--- src/source/cmo_pkg.sv ---
/* Geometry constants, address field types, operation and sequencer state
   enums for the cache-maintenance handler */
package cmo_pkg;

    // Directory geometry
    localparam int unsigned ADDR_W        = 16;
    localparam int unsigned OFFSET_W      = 4;
    localparam int unsigned SET_W         = 3;
    localparam int unsigned TAG_W         = 9;
    localparam int unsigned NLINE_W       = TAG_W + SET_W;
    localparam int unsigned WAYS          = 4;
    localparam int unsigned NSETS         = 1 << SET_W;
    localparam int unsigned TID_W         = 4;
    localparam int unsigned FLUSH_Q_DEPTH = 4;

    typedef logic [ADDR_W-1:0]  addr_t;
    typedef logic [SET_W-1:0]   set_t;
    typedef logic [TAG_W-1:0]   tag_t;
    typedef logic [NLINE_W-1:0] nline_t;
    typedef logic [WAYS-1:0]    way_vec_t;
    typedef logic [TID_W-1:0]   tid_t;

    // Request opcodes
    typedef enum logic [2:0] {
        CMO_FILL,
        CMO_PROBE,
        CMO_INVAL_NLINE,
        CMO_INVAL_ALL,
        CMO_FLUSH_ALL,
        CMO_FLUSH_INVAL_ALL
    } cmo_op_e;

    // Sequencer FSM
    typedef enum logic [2:0] {
        IDLE,
        CHECK_NLINE,
        UPDATE_NLINE,
        INVAL_SET,
        FLUSH_FIRST,
        FLUSH_NEXT,
        FLUSH_DRAIN,
        RESPOND
    } cmo_state_e;

endpackage

--- src/source/dir_port_if.sv ---
/* Directory access bundle: by-line lookup, by-entry check and update,
   with modports for the sequencer, the directory and the range tracker */
interface dir_port_if;

    // Lookup by line, answered combinationally
    logic              lookup_en;
    cmo_pkg::set_t     lookup_set;
    cmo_pkg::tag_t     lookup_tag;
    cmo_pkg::way_vec_t hit_way;
    logic              hit_dirty;

    // Entry check, answered one cycle later
    logic              check_en;
    cmo_pkg::set_t     check_set;
    cmo_pkg::way_vec_t check_way;
    logic              entry_valid;
    logic              entry_dirty;
    cmo_pkg::tag_t     entry_tag;

    // Single write path into the directory
    logic              updt_en;
    cmo_pkg::set_t     updt_set;
    cmo_pkg::way_vec_t updt_way;
    logic              updt_valid;
    logic              updt_dirty;
    cmo_pkg::tag_t     updt_tag;

    modport seq (
        output lookup_en, lookup_set, lookup_tag,
        output check_en, check_set, check_way,
        output updt_en, updt_set, updt_way, updt_valid, updt_dirty, updt_tag,
        input  hit_way, hit_dirty, entry_valid, entry_dirty, entry_tag
    );

    modport dir (
        input  lookup_en, lookup_set, lookup_tag,
        input  check_en, check_set, check_way,
        input  updt_en, updt_set, updt_way, updt_valid, updt_dirty, updt_tag,
        output hit_way, hit_dirty, entry_valid, entry_dirty, entry_tag
    );

    modport mon (
        input updt_en, updt_set, updt_valid, updt_dirty
    );

endinterface

--- src/source/cache_dir.sv ---
/* Cache directory: valid, dirty and tag per set and way, with line lookup,
   registered entry check and a clocked update port */
module cache_dir (
    input logic     clk_i,
    input logic     rst_ni,
    dir_port_if.dir dir
);

    logic [cmo_pkg::WAYS-1:0] valid_q [cmo_pkg::NSETS];
    logic [cmo_pkg::WAYS-1:0] dirty_q [cmo_pkg::NSETS];
    cmo_pkg::tag_t            tag_q   [cmo_pkg::NSETS][cmo_pkg::WAYS];

    // Tag compare in every way of the looked-up set
    always_comb begin
        dir.hit_way = '0;
        for (int w = 0; w < cmo_pkg::WAYS; w++) begin
            dir.hit_way[w] = dir.lookup_en && valid_q[dir.lookup_set][w]
                             && (tag_q[dir.lookup_set][w] == dir.lookup_tag);
        end
        dir.hit_dirty = |(dir.hit_way & dirty_q[dir.lookup_set]);
    end

    // State bits and entry flags
    always_ff @(posedge clk_i or negedge rst_ni) begin
        if (!rst_ni) begin
            for (int s = 0; s < cmo_pkg::NSETS; s++) begin
                valid_q[s] <= '0;
                dirty_q[s] <= '0;
            end
            dir.entry_valid <= 1'b0;
            dir.entry_dirty <= 1'b0;
        end else begin
            if (dir.updt_en) begin
                for (int w = 0; w < cmo_pkg::WAYS; w++) begin
                    if (dir.updt_way[w]) begin
                        valid_q[dir.updt_set][w] <= dir.updt_valid;
                        dirty_q[dir.updt_set][w] <= dir.updt_dirty;
                    end
                end
            end
            // Check way is one-hot, so a masked reduce picks the entry
            if (dir.check_en) begin
                dir.entry_valid <= |(valid_q[dir.check_set] & dir.check_way);
                dir.entry_dirty <= |(dirty_q[dir.check_set] & dir.check_way);
            end
        end
    end

    // Tag array and checked tag
    always_ff @(posedge clk_i) begin
        if (dir.updt_en) begin
            for (int w = 0; w < cmo_pkg::WAYS; w++) begin
                if (dir.updt_way[w]) begin
                    tag_q[dir.updt_set][w] <= dir.updt_tag;
                end
            end
        end
        if (dir.check_en) begin
            for (int w = 0; w < cmo_pkg::WAYS; w++) begin
                if (dir.check_way[w]) begin
                    dir.entry_tag <= tag_q[dir.check_set][w];
                end
            end
        end
    end

endmodule

--- src/source/cmo_handler_top.sv ---
/* Top level of the maintenance handler: directory, range tracker,
   sequencer and flush queue behind plain request, response and flush ports */
module cmo_handler_top (
    input  logic              clk_i,
    input  logic              rst_ni,
    input  logic              req_valid_i,
    input  cmo_pkg::cmo_op_e  req_op_i,
    input  cmo_pkg::addr_t    req_addr_i,
    input  cmo_pkg::way_vec_t req_way_i,
    input  logic              req_dirty_i,
    input  cmo_pkg::tid_t     req_tid_i,
    output logic              req_ready_o,
    input  logic              rsp_ready_i,
    output logic              rsp_valid_o,
    output cmo_pkg::tid_t     rsp_tid_o,
    output logic              rsp_hit_o,
    output logic              rsp_dirty_o,
    input  logic              flush_ready_i,
    output logic              flush_valid_o,
    output cmo_pkg::nline_t   flush_nline_o,
    output cmo_pkg::way_vec_t flush_way_o
);

    cmo_pkg::set_t     valid_min;
    cmo_pkg::set_t     valid_max;
    logic              valid_any;
    cmo_pkg::set_t     dirty_min;
    cmo_pkg::set_t     dirty_max;
    logic              dirty_any;
    logic              clear_valid;
    logic              clear_dirty;
    logic              push;
    cmo_pkg::nline_t   push_nline;
    cmo_pkg::way_vec_t push_way;
    logic              q_not_full;
    logic              q_empty;

    dir_port_if u_dir_if ();

    cache_dir u_cache_dir (
        .clk_i  (clk_i),
        .rst_ni (rst_ni),
        .dir    (u_dir_if.dir)
    );

    set_range_tracker u_tracker (
        .clk_i         (clk_i),
        .rst_ni        (rst_ni),
        .mon           (u_dir_if.mon),
        .clear_valid_i (clear_valid),
        .clear_dirty_i (clear_dirty),
        .valid_min_o   (valid_min),
        .valid_max_o   (valid_max),
        .valid_any_o   (valid_any),
        .dirty_min_o   (dirty_min),
        .dirty_max_o   (dirty_max),
        .dirty_any_o   (dirty_any)
    );

    cmo_sequencer u_sequencer (
        .clk_i         (clk_i),
        .rst_ni        (rst_ni),
        .req_valid_i   (req_valid_i),
        .req_op_i      (req_op_i),
        .req_addr_i    (req_addr_i),
        .req_way_i     (req_way_i),
        .req_dirty_i   (req_dirty_i),
        .req_tid_i     (req_tid_i),
        .req_ready_o   (req_ready_o),
        .dir           (u_dir_if.seq),
        .valid_min_i   (valid_min),
        .valid_max_i   (valid_max),
        .valid_any_i   (valid_any),
        .dirty_min_i   (dirty_min),
        .dirty_max_i   (dirty_max),
        .dirty_any_i   (dirty_any),
        .clear_valid_o (clear_valid),
        .clear_dirty_o (clear_dirty),
        .push_o        (push),
        .push_nline_o  (push_nline),
        .push_way_o    (push_way),
        .q_not_full_i  (q_not_full),
        .q_empty_i     (q_empty),
        .rsp_ready_i   (rsp_ready_i),
        .rsp_valid_o   (rsp_valid_o),
        .rsp_tid_o     (rsp_tid_o),
        .rsp_hit_o     (rsp_hit_o),
        .rsp_dirty_o   (rsp_dirty_o)
    );

    flush_req_queue u_flush_q (
        .clk_i        (clk_i),
        .rst_ni       (rst_ni),
        .push_i       (push),
        .push_nline_i (push_nline),
        .push_way_i   (push_way),
        .not_full_o   (q_not_full),
        .empty_o      (q_empty),
        .pop_valid_o  (flush_valid_o),
        .pop_ready_i  (flush_ready_i),
        .pop_nline_o  (flush_nline_o),
        .pop_way_o    (flush_way_o)
    );

endmodule

--- src/source/cmo_sequencer.sv ---
/* Maintenance operation FSM: request acceptance, line fill, probe and
   invalidation, set walks, write-back pushes and the response register */
module cmo_sequencer (
    input  logic              clk_i,
    input  logic              rst_ni,
    input  logic              req_valid_i,
    input  cmo_pkg::cmo_op_e  req_op_i,
    input  cmo_pkg::addr_t    req_addr_i,
    input  cmo_pkg::way_vec_t req_way_i,
    input  logic              req_dirty_i,
    input  cmo_pkg::tid_t     req_tid_i,
    output logic              req_ready_o,
    dir_port_if.seq           dir,
    input  cmo_pkg::set_t     valid_min_i,
    input  cmo_pkg::set_t     valid_max_i,
    input  logic              valid_any_i,
    input  cmo_pkg::set_t     dirty_min_i,
    input  cmo_pkg::set_t     dirty_max_i,
    input  logic              dirty_any_i,
    output logic              clear_valid_o,
    output logic              clear_dirty_o,
    output logic              push_o,
    output cmo_pkg::nline_t   push_nline_o,
    output cmo_pkg::way_vec_t push_way_o,
    input  logic              q_not_full_i,
    input  logic              q_empty_i,
    input  logic              rsp_ready_i,
    output logic              rsp_valid_o,
    output cmo_pkg::tid_t     rsp_tid_o,
    output logic              rsp_hit_o,
    output logic              rsp_dirty_o
);

    cmo_pkg::cmo_state_e state_q, state_d;
    cmo_pkg::cmo_op_e    op_q, op_d;
    cmo_pkg::set_t       set_q, set_d;
    cmo_pkg::way_vec_t   way_q, way_d;
    cmo_pkg::tag_t       tag_q, tag_d;
    logic                dirty_q, dirty_d;
    cmo_pkg::tid_t       tid_q, tid_d;
    logic                pend_q, pend_d;
    cmo_pkg::set_t       pend_set_q, pend_set_d;
    cmo_pkg::way_vec_t   pend_way_q, pend_way_d;
    logic                rsp_hit_q, rsp_hit_d;
    logic                rsp_dirty_q, rsp_dirty_d;

    cmo_pkg::set_t req_set;
    cmo_pkg::tag_t req_tag;
    cmo_pkg::set_t set_max;
    logic          flush_inval;
    logic          set_last;
    logic          way_last;

    assign req_set     = req_addr_i[cmo_pkg::OFFSET_W +: cmo_pkg::SET_W];
    assign req_tag     = req_addr_i[cmo_pkg::OFFSET_W + cmo_pkg::SET_W +: cmo_pkg::TAG_W];
    assign flush_inval = (op_q == cmo_pkg::CMO_FLUSH_INVAL_ALL);
    assign set_max     = (op_q == cmo_pkg::CMO_FLUSH_ALL) ? dirty_max_i : valid_max_i;
    assign set_last    = (set_q == set_max);
    assign way_last    = way_q[cmo_pkg::WAYS-1];

    always_comb begin
        state_d     = state_q;
        op_d        = op_q;
        set_d       = set_q;
        way_d       = way_q;
        tag_d       = tag_q;
        dirty_d     = dirty_q;
        tid_d       = tid_q;
        pend_d      = pend_q;
        pend_set_d  = pend_set_q;
        pend_way_d  = pend_way_q;
        rsp_hit_d   = rsp_hit_q;
        rsp_dirty_d = rsp_dirty_q;

        req_ready_o    = 1'b0;
        clear_valid_o  = 1'b0;
        clear_dirty_o  = 1'b0;
        push_o         = 1'b0;
        dir.lookup_en  = 1'b0;
        dir.lookup_set = set_q;
        dir.lookup_tag = tag_q;
        dir.check_en   = 1'b0;
        dir.check_set  = set_q;
        dir.check_way  = way_q;
        dir.updt_en    = 1'b0;
        dir.updt_set   = set_q;
        dir.updt_way   = way_q;
        dir.updt_valid = 1'b0;
        dir.updt_dirty = 1'b0;
        dir.updt_tag   = tag_q;

        // Update of the entry checked last cycle, only set during flush walks
        if (pend_q) begin
            dir.updt_en    = dir.entry_valid && (dir.entry_dirty || flush_inval);
            dir.updt_set   = pend_set_q;
            dir.updt_way   = pend_way_q;
            dir.updt_valid = !flush_inval;
            dir.updt_tag   = dir.entry_tag;
            push_o         = dir.entry_valid && dir.entry_dirty;
            pend_d         = 1'b0;
        end

        case (state_q)
            cmo_pkg::IDLE: begin
                req_ready_o    = 1'b1;
                dir.lookup_en  = req_valid_i;
                dir.lookup_set = req_set;
                dir.lookup_tag = req_tag;
                if (req_valid_i) begin
                    op_d        = req_op_i;
                    set_d       = req_set;
                    tag_d       = req_tag;
                    way_d       = req_way_i;
                    dirty_d     = req_dirty_i;
                    tid_d       = req_tid_i;
                    pend_d      = 1'b0;
                    rsp_hit_d   = 1'b0;
                    rsp_dirty_d = 1'b0;
                    // Empty ranges answer straight away
                    state_d     = cmo_pkg::RESPOND;
                    case (req_op_i)
                        cmo_pkg::CMO_FILL: state_d = cmo_pkg::UPDATE_NLINE;
                        cmo_pkg::CMO_PROBE: begin
                            rsp_hit_d   = |dir.hit_way;
                            rsp_dirty_d = dir.hit_dirty;
                        end
                        cmo_pkg::CMO_INVAL_NLINE: state_d = cmo_pkg::CHECK_NLINE;
                        cmo_pkg::CMO_INVAL_ALL: begin
                            if (valid_any_i) begin
                                set_d   = valid_min_i;
                                state_d = cmo_pkg::INVAL_SET;
                            end
                        end
                        cmo_pkg::CMO_FLUSH_ALL: begin
                            if (dirty_any_i) begin
                                set_d   = dirty_min_i;
                                way_d   = cmo_pkg::way_vec_t'(1);
                                state_d = cmo_pkg::FLUSH_FIRST;
                            end
                        end
                        cmo_pkg::CMO_FLUSH_INVAL_ALL: begin
                            if (valid_any_i) begin
                                set_d   = valid_min_i;
                                way_d   = cmo_pkg::way_vec_t'(1);
                                state_d = cmo_pkg::FLUSH_FIRST;
                            end
                        end
                        default: ;
                    endcase
                end
            end
            cmo_pkg::UPDATE_NLINE: begin
                dir.updt_en    = 1'b1;
                dir.updt_valid = 1'b1;
                dir.updt_dirty = dirty_q;
                state_d        = cmo_pkg::RESPOND;
            end
            cmo_pkg::CHECK_NLINE: begin
                dir.lookup_en = 1'b1;
                dir.updt_en   = |dir.hit_way;
                dir.updt_way  = dir.hit_way;
                state_d       = cmo_pkg::RESPOND;
            end
            cmo_pkg::INVAL_SET: begin
                dir.updt_en  = 1'b1;
                dir.updt_way = '1;
                set_d        = set_q + 1'b1;
                if (set_last) begin
                    clear_valid_o = 1'b1;
                    state_d       = cmo_pkg::RESPOND;
                end
            end
            cmo_pkg::FLUSH_FIRST, cmo_pkg::FLUSH_NEXT: begin
                // A push this cycle leaves no guaranteed room for the next check
                if (q_not_full_i && !push_o) begin
                    dir.check_en = 1'b1;
                    pend_d       = 1'b1;
                    pend_set_d   = set_q;
                    pend_way_d   = way_q;
                    way_d        = {way_q[cmo_pkg::WAYS-2:0], way_q[cmo_pkg::WAYS-1]};
                    if (way_last) begin
                        set_d = set_q + 1'b1;
                    end
                    state_d = (way_last && set_last) ? cmo_pkg::FLUSH_DRAIN
                                                     : cmo_pkg::FLUSH_NEXT;
                end
            end
            cmo_pkg::FLUSH_DRAIN: begin
                if (!pend_q && q_empty_i) begin
                    clear_dirty_o = 1'b1;
                    clear_valid_o = flush_inval;
                    state_d       = cmo_pkg::RESPOND;
                end
            end
            cmo_pkg::RESPOND: begin
                if (rsp_ready_i) begin
                    state_d = cmo_pkg::IDLE;
                end
            end
            default: state_d = cmo_pkg::IDLE;
        endcase
    end

    always_ff @(posedge clk_i or negedge rst_ni) begin
        if (!rst_ni) begin
            state_q <= cmo_pkg::IDLE;
            op_q    <= cmo_pkg::CMO_FILL;
            pend_q  <= 1'b0;
        end else begin
            state_q <= state_d;
            op_q    <= op_d;
            pend_q  <= pend_d;
        end
    end

    always_ff @(posedge clk_i) begin
        set_q       <= set_d;
        way_q       <= way_d;
        tag_q       <= tag_d;
        dirty_q     <= dirty_d;
        tid_q       <= tid_d;
        pend_set_q  <= pend_set_d;
        pend_way_q  <= pend_way_d;
        rsp_hit_q   <= rsp_hit_d;
        rsp_dirty_q <= rsp_dirty_d;
    end

    assign push_nline_o = {dir.entry_tag, pend_set_q};
    assign push_way_o   = pend_way_q;

    assign rsp_valid_o = (state_q == cmo_pkg::RESPOND);
    assign rsp_tid_o   = tid_q;
    assign rsp_hit_o   = rsp_hit_q;
    assign rsp_dirty_o = rsp_dirty_q;

endmodule

--- src/source/flush_req_queue.sv ---
/* Circular FIFO of write-back requests, line number and way, read from registers */
module flush_req_queue (
    input  logic              clk_i,
    input  logic              rst_ni,
    input  logic              push_i,
    input  cmo_pkg::nline_t   push_nline_i,
    input  cmo_pkg::way_vec_t push_way_i,
    output logic              not_full_o,
    output logic              empty_o,
    output logic              pop_valid_o,
    input  logic              pop_ready_i,
    output cmo_pkg::nline_t   pop_nline_o,
    output cmo_pkg::way_vec_t pop_way_o
);

    cmo_pkg::nline_t   nline_q [cmo_pkg::FLUSH_Q_DEPTH];
    cmo_pkg::way_vec_t way_q   [cmo_pkg::FLUSH_Q_DEPTH];

    logic [$clog2(cmo_pkg::FLUSH_Q_DEPTH)-1:0]   rptr_q;
    logic [$clog2(cmo_pkg::FLUSH_Q_DEPTH)-1:0]   wptr_q;
    logic [$clog2(cmo_pkg::FLUSH_Q_DEPTH+1)-1:0] count_q;
    logic                                        do_push;
    logic                                        do_pop;

    assign not_full_o  = (count_q != cmo_pkg::FLUSH_Q_DEPTH);
    assign empty_o     = (count_q == '0);
    assign pop_valid_o = !empty_o;
    assign pop_nline_o = nline_q[rptr_q];
    assign pop_way_o   = way_q[rptr_q];

    assign do_push = push_i && not_full_o;
    assign do_pop  = pop_valid_o && pop_ready_i;

    // Pointers wrap naturally at a power-of-two depth
    always_ff @(posedge clk_i or negedge rst_ni) begin
        if (!rst_ni) begin
            rptr_q  <= '0;
            wptr_q  <= '0;
            count_q <= '0;
        end else begin
            if (do_push) begin
                wptr_q <= wptr_q + 1'b1;
            end
            if (do_pop) begin
                rptr_q <= rptr_q + 1'b1;
            end
            if (do_push && !do_pop) begin
                count_q <= count_q + 1'b1;
            end else if (do_pop && !do_push) begin
                count_q <= count_q - 1'b1;
            end
        end
    end

    always_ff @(posedge clk_i) begin
        if (do_push) begin
            nline_q[wptr_q] <= push_nline_i;
            way_q[wptr_q]   <= push_way_i;
        end
    end

endmodule

--- src/source/set_range_tracker.sv ---
/* Tracker of the lowest and highest sets holding valid lines and dirty lines,
   widened by directory updates and emptied by full operations */
module set_range_tracker (
    input  logic          clk_i,
    input  logic          rst_ni,
    dir_port_if.mon       mon,
    input  logic          clear_valid_i,
    input  logic          clear_dirty_i,
    output cmo_pkg::set_t valid_min_o,
    output cmo_pkg::set_t valid_max_o,
    output logic          valid_any_o,
    output cmo_pkg::set_t dirty_min_o,
    output cmo_pkg::set_t dirty_max_o,
    output logic          dirty_any_o
);

    typedef struct packed {
        logic          any;
        cmo_pkg::set_t lo;
        cmo_pkg::set_t hi;
    } range_t;

    range_t valid_q;
    range_t valid_d;
    range_t dirty_q;
    range_t dirty_d;

    // Grow a range to include set s
    function automatic range_t widen(range_t r, logic hit, cmo_pkg::set_t s);
        range_t n;
        n = r;
        if (hit) begin
            n.any = 1'b1;
            n.lo  = (!r.any || s < r.lo) ? s : r.lo;
            n.hi  = (!r.any || s > r.hi) ? s : r.hi;
        end
        return n;
    endfunction

    // Clear first so an update in the same cycle is still recorded
    always_comb begin
        valid_d = clear_valid_i ? '0 : valid_q;
        dirty_d = (clear_valid_i || clear_dirty_i) ? '0 : dirty_q;
        valid_d = widen(valid_d, mon.updt_en && mon.updt_valid, mon.updt_set);
        dirty_d = widen(dirty_d, mon.updt_en && mon.updt_valid && mon.updt_dirty,
                        mon.updt_set);
    end

    always_ff @(posedge clk_i or negedge rst_ni) begin
        if (!rst_ni) begin
            valid_q <= '0;
            dirty_q <= '0;
        end else begin
            valid_q <= valid_d;
            dirty_q <= dirty_d;
        end
    end

    assign valid_min_o = valid_q.lo;
    assign valid_max_o = valid_q.hi;
    assign valid_any_o = valid_q.any;
    assign dirty_min_o = dirty_q.lo;
    assign dirty_max_o = dirty_q.hi;
    assign dirty_any_o = dirty_q.any;

endmodule

--- config.mk ---
export PLATFORM = sky130hd
export DESIGN_NAME = cmo_handler_top
export DESIGN_NICKNAME = d
export VERILOG_FILES = /design/src/source/cmo_pkg.sv /design/src/source/dir_port_if.sv /design/src/source/cache_dir.sv /design/src/source/cmo_handler_top.sv /design/src/source/cmo_sequencer.sv /design/src/source/flush_req_queue.sv /design/src/source/set_range_tracker.sv
export SDC_FILE = /design/constraint.sdc
export NUM_CORES = 1
export LEC_CHECK = 0
export BUFFER_PORTS_ARGS = -buffer_cell sky130_fd_sc_hd__buf_2
export CORE_ASPECT_RATIO = 0.7
export CORE_UTILIZATION = 55
export DETAILED_ROUTE_END_ITERATION = 8
export GPL_ROUTABILITY_DRIVEN = 0
export PLACE_DENSITY = 0.82
export SLEW_MARGIN = 20
export SYNTH_ARGS = -nofsm -noshare
export SYNTH_HDL_FRONTEND = slang
export SYNTH_SLANG_ARGS = --single-unit
--- constraint.sdc ---
create_clock -name clk_i -period 5.4 [get_ports clk_i]
set_input_delay 0 -clock clk_i [delete_from_list [all_inputs] [get_ports clk_i]]
set_output_delay 0 -clock clk_i [all_outputs]
set_load 0.02 [all_outputs]
== Word-level counts from Yosys, hierarchy flattened ==
Memories as Yosys holds them, arrays and structs flattened. A register that Yosys moved wholly into a read port is not among the register bits.
Index checks and enable logic that the tools add are counted.
Storage, ports and cells
  RAM bits: 352
  input port bits: 33
  word-level logic and storage cells: 260
  output and inout port bits: 25
  memories kept: 3
  register bits: 133
Operators by class
  bitwise logic cells: 6
  mux-type cells: 117
  reductions and logical operators: 55
  add/subtract/negate cells: 5
  equal/unequal tests: 26
  order comparisons: 8
Memories
  u_cache_dir.tag_q: words 8, bits a word 36, rd ports 2, clocked after Yosys merged registers in 1, write ports 1, line cache_dir.sv:11  | cmo_pkg::tag_t tag_q [cmo_pkg::NSETS][cmo_pkg::WAYS];
  u_flush_q.nline_q: words 4, bits a word 12, rd ports 1, clocked after Yosys merged registers in 0, write ports 1, line flush_req_queue.sv:16  | cmo_pkg::nline_t nline_q [cmo_pkg::FLUSH_Q_DEPTH];
  u_flush_q.way_q: words 4, bits a word 4, rd ports 1, clocked after Yosys merged registers in 0, write ports 1, line flush_req_queue.sv:17  | cmo_pkg::way_vec_t way_q [cmo_pkg::FLUSH_Q_DEPTH];
Operators by type and width (count)
  $mux W32: 14
  $bwmux W32: 8
  $mux W3: 22
  $mux W4: 14
  $mux W9: 6
  $bmux W4 S3: 4
  $demux W4 S3: 4
  $eq A9 B9 Y1: 4
  $mux W7: 4
  $mux W1: 27
  $eq A3 B3 Y1 const B: 8
  $pmux W4 S2: 3
  $logic_and A1 B1 Y1: 20
  $pmux W3 S6: 1
  $reduce_or A4 Y1: 4
  $pmux W3 S5: 1
  $and A4 B4 Y4: 3
  $eq A3 B2 Y1 const B: 4
  $ge A4 B4 Y1 const B: 3
  $not A3 Y4: 3
  $logic_not A3 Y1: 3
  $pmux W3 S3: 1
  $logic_not A1 Y1: 8
  $mux W2: 4
  22 further kinds: 44

== Logic depth before layout (Yosys ltp) ==
  depth in word-level cells: 19
  gate-level depth with buffers: 17
  depth with buffers taken out: 15

== Modules after synthesis ==
From an unflattened synthesis, not the netlist that was laid out.
Second synthesis, totals
  cell total of the unflattened synthesis: 1399
  area, all modules: 23561.3 um^2
Modules (own cells, without submodules)
  cache_dir: sequential area each 10570.1 um^2, area an instance 17630.7 um^2, times used 1, cells an instance 988
  flush_req_queue: sequential area each 2097.0 um^2, area an instance 2763.9 um^2, times used 1, cells an instance 120
  cmo_sequencer: sequential area each 1076.0 um^2, area an instance 2195.9 um^2, times used 1, cells an instance 191
  set_range_tracker: sequential area each 350.3 um^2, area an instance 970.9 um^2, times used 1, cells an instance 100

== Worst setup path before layout ==
No wires, ideal clock.
  path type: flip-flop to flip-flop
  from: register u_sequencer.state_q[0]
  to: memory u_cache_dir.tag_q[7][10] in the netlist's numbering (enable)
  path buffers: 3
  cell stages (with the launch flop): 13
  data arrival time: 3.717 ns
  clock period less this slack: 4.109 ns
  data required time: 5.008 ns
  library setup time: 0.392 ns
  setup slack: 1.291 ns
  cell sequence: dfrtp_1 > buf_2 > or4b_2 > and2_1 > buf_4 > xor2_1 > a32oi_1 > a2111oi_0 > nand4_1 > nor3_2 > o41ai_2 > buf_2 > a211oi_1
On the way
  cells in the longest elaborated chain, start to end: 12
  elaborated cells on any way between the ends: 31
  those cells by class: eq/ne (7); mux (11); bitwise (1); reduce/logical (11); memory (1)
Ends and longest elaborated chain
  start, declared: line cmo_sequencer.sv:34  | cmo_pkg::cmo_state_e state_q, state_d;
  start signal, assigned: line cmo_sequencer.sv:206  | state_q <= cmo_pkg::IDLE;
  start signal, assigned: line cmo_sequencer.sv:210  | state_q <= state_d;
  branches (longest 10 deep; another with $mem_v2 Z8 W36)
  $mux W1 (*): line cache_dir.sv:51  | if (dir.updt_en) begin
  $mux W1 (not written as such) (*): line cache_dir.sv:54  | tag_q[dir.updt_set][w] <= dir.updt_tag;
  end, declared: line cache_dir.sv:11
Every way passes the cells marked *. The select of a mux whose other input is x is not followed.

== Final worst setup path ==
  from: register u_sequencer.state_q[2]
  to: memory u_cache_dir.tag_q[5][14] in the netlist's numbering (enable)
Same word-level chain as after synthesis.

==> flow_summary.yaml <==
sta:
  fin_crit_ns: 5.31
  setup-violations-final: 0
  fin_crit_sh_pct: 98.4
  worst_pin_slew_ns: 1.21
  rsz0062_at_grt: "false"
  slew_violations: 0
  hold_violations: 0
  maxSlewHeadroom_pct: 18.9
  skew_ns: 0.0264
  tns_ns: 0
  timing.final.ws_setup_ns: 0.0865
  fmax_ghz: 0.188
routing:
  wl_per_cell_um: 30.7
  vias_per_cell: 7.29
  route.detailed.drc: 0
  routed_wl_um: 79700
  drt_iter0_drc: 3312
  firstDrtPassIters: 7
  ant_nets: 0
  num_vias: 19000
critical_path:
  critPathKind: "register to register"
  setup.worst_path.end: "u_cache_dir.tag_q[5][14]"
  cp_cell_sequence: "or4b_4, nand2_4, buf_12, mux4_2, mux2i_1, xor2_1, o41ai_1, nor4b_4, o41ai_4, and2_1, nor2_1, buf_4"
  arrival_ns: 5.57
  cp-start-kind: "register"
  max_stage_delay_ns: 0.80
  r2r_slack_ns: 0.09
  cp-end-kind: "register"
  regToRegStartpoint: "u_sequencer.state_q[2]"
  r2r-end: "u_cache_dir.tag_q[5][14]"
  crit_slowest_cell: "or4b_4"
  worst_ep_required_time_ns: 5.66
  startpoint: "u_sequencer.state_q[2]"
  cp_max_fo: 37
  r2r_cells: 12
placement:
  placed_cells: 2496
  port_buffers: 53
  dp_hpwl_um: 52200
  dp_worst_setup_slack_ns: 0.202
yosys:
  syn_area_um2: 26200
  syn_inst: 1882
  synthesis.nets: 1934
  syn_area_per_cell_um2: 13.9
  yosysSeqAreaShare_pct: 54.1
  synth_mux_area_share_pct: 21.6
  ys_ff_latch: 488
  synth-xor-area-share_pct: 1.97
  synth_cell_type_count: 96
  synth-simple-area-share_pct: 8.59
  synthAdderAreaFrac_pct: 0.937
  synth_compound_area_share_pct: 9.53
  synth_top_family_by_area: "multiplexers"
  synth_edf_count: 391
  postSynth.asyncResetShare_pct: 19.3
  synth_warnings: 0
  synth_flop_cell: "edfxtp_1"
clock_network:
  cts_tree: "done"
  cts_buffer_depth: 3
  cts-root-buf: "clkbuf_16"
  clk_pin_slew_ns: 0.06
  cts.sinks: 488
  post_cts_buffers: 0
  cts_resized: 0
  htree_levels: 2
  clk_latency_ns: 0.58
  cts_buffers: 45
layout:
  drive_gt1_share_pct: 23.8
  antenna_cells: 0
  stdcell_count: 2601
  mostFrequentLayoutCell: "edfxtp_1"
  multi_input_area_um2: 11200
  area_growth_pct: 11.2
  register_area_um2: 14200
  final_cell_mix: "edfxtp_1 (391), mux4_2 (166), nand2_1 (146)"
  n_fill_cell: 3282
  nets: 2011
pwr:
  cellPowerDensity_nw_per_um2: 598
  ir_worst_vdd_mv: 0.336
  finalPower_w: 0.0174
  power_leakage_nw: 10.5
min_path:
  worstHoldPathType: "input pin to register"
  worstHoldStart: "req_dirty_i"
floorplanning:
  ios: 58
  design.core.area_um2: 46700
  die_y_um: 185
  start_util_pct: 56.0
  die-area_um2: 48500
  rows: 66
  die_w_um: 263
grt:
  antenna_found_initial: 0
  grt.overflow.total: 0
  grt_max_degree: 73
  grt_pass1_vias: 18600
  grt_usage_pct: 33.1
  grt_pass1_wl_um: 118000
job:
  maxCapViolCount: 0
status:
  status: "finished clean"
-- worst max-delay path: cells and delay by family, from the launching register on --
kind | cells | cell delay (ns)
AO/OA/AOI/OAI | 2 | 0.60
XOR/XNOR | 1 | 0.09
buffers and inverters | 2 | 0.50
flip-flops | 1 | 0.58
multiplexers | 2 | 0.75
AND/OR/NAND/NOR | 5 | 2.41
-- state kept, by name (all words and copies together), names as in the netlist, 3 cells and up, named ones only --
| signal | count |
|---|---|
| u_tracker.valid_max_o | 3 |
| u_sequencer.state_q | 3 |
| u_sequencer.op_q | 3 |
| u_flush_q.nline_q | 48 |
| u_tracker.dirty_max_o | 3 |
| u_sequencer.tag_q | 9 |
| u_sequencer.pend_set_q | 3 |
| u_flush_q.way_q | 16 |
| u_cache_dir.valid_q | 32 |
| u_tracker.valid_min_o | 3 |
| u_cache_dir.dirty_q | 32 |
| u_cache_dir.tag_q | 288 |
| u_sequencer.dir.check_set | 3 |
| u_sequencer.push_way_o | 4 |
| u_tracker.dirty_min_o | 3 |
| u_cache_dir.dir.entry_tag | 9 |
| u_sequencer.rsp_tid_o | 4 |
| u_sequencer.dir.check_way | 4 |
| u_flush_q.count_q | 3 |
-- cell families after synthesis --
logic type	count (synthesis)
XOR/XNOR	59
buffers and inverters	197
flip-flops	488
multiplexers	348
adder cells (fa/ha/maj)	19
AND/OR/NAND/NOR	428
AO/OA/AOI/OAI	343
-- metal layers --
metal	global-route usage, %	wire [um]	part of all wire [%]	vias up
met4	11.3	3070	3.8	0
met3	12.2	13000	16	282
met5	0	0	0	-
met2	48.9	34500	43	1649
met1	45.2	29200	37	9410
li1	-	-	-	7621
-- area by class of cell --
cell class	count	area share, %
flip-flops and latches	488	48.6
clock inverters	21	0.851
inverters	56	0.722
clock buffers	56	4.15
well taps	612	2.63
multi-input cells	1197	38.4
repair buffers	171	4.58
-- timing repair --
item | CTS | global route
endpoints found under the setup margin | 0 | 4
hold buffers | 28 | 0
endpoints found under the hold margin | 65 | 0
-- worst min-delay path by stage --
stage / end / slack (ns) / cells after the start
global route: u_sequencer.rsp_tid_o[0] / 0.16 / 2
detailed placement: u_cache_dir.dirty_q[21] / -0.002 / 1
finish: u_sequencer.dirty_q / 0.14 / 2
CTS: u_sequencer.state_q[0] / 0.11 / 5
global placement: u_cache_dir.dirty_q[17] / -0.01 / 1
floorplan: u_cache_dir.dir.entry_dirty / -0.30 / 0
-- synthesized netlist by cell type (12+ instances only) --
cell       count  area, um^2
nor3_1        18        90.1
a21oi_1       58         290
nor2_1        70         263
nand2_1      146         548
mux4_2       166        3740
nand2b_1      14        87.6
clkbuf_1      72         270
xor2_1        33         289
ha_1          18         225
xnor2_1       26         228
a31oi_1       19         119
mux2_2        51         574
a2111oi_0     32         280
nor2b_1       12        75.1
nand3_1       35         175
o22ai_1       17         106
o211ai_1      20         150
and2_1        16         100
inv_1         54         203
mux2i_1      122        1220
and3_1        46         288
edfxtp_1     391       11700
a21o_1        13        97.6
a211oi_1      23         173
buf_2         37         185
dfrtp_1       94        2350
a22oi_1       12        90.1
o21ai_0       44         220
buf_1         16        60.1
-- power breakdown --
part | internal, W | switching (W) | total [W] | leakage, nW
combinational | 0.00321 | 0.00492 | 0.00813 | 5.11
clock | 0.00183 | 0.00145 | 0.00328 | 0.716
sequential | 0.00514 | 0.000879 | 0.00601 | 4.72
total | 0.0102 | 0.00725 | 0.0174 | 10.5
-- stage by stage --
stage | utilization (%) | hold WS, ns | cell area (um^2)
after floorplan | - | -0.296 | 26200
after global placement | 58.5 | -0.0104 | 27400
after detailed placement | 58.5 | -0.00211 | 27400
after CTS | 62.3 | 0.115 | 29100
after global routing | 62.3 | 0.162 | 29100
final | 62.3 | 0.137 | 29100
(Power assumes the default switching activity.)
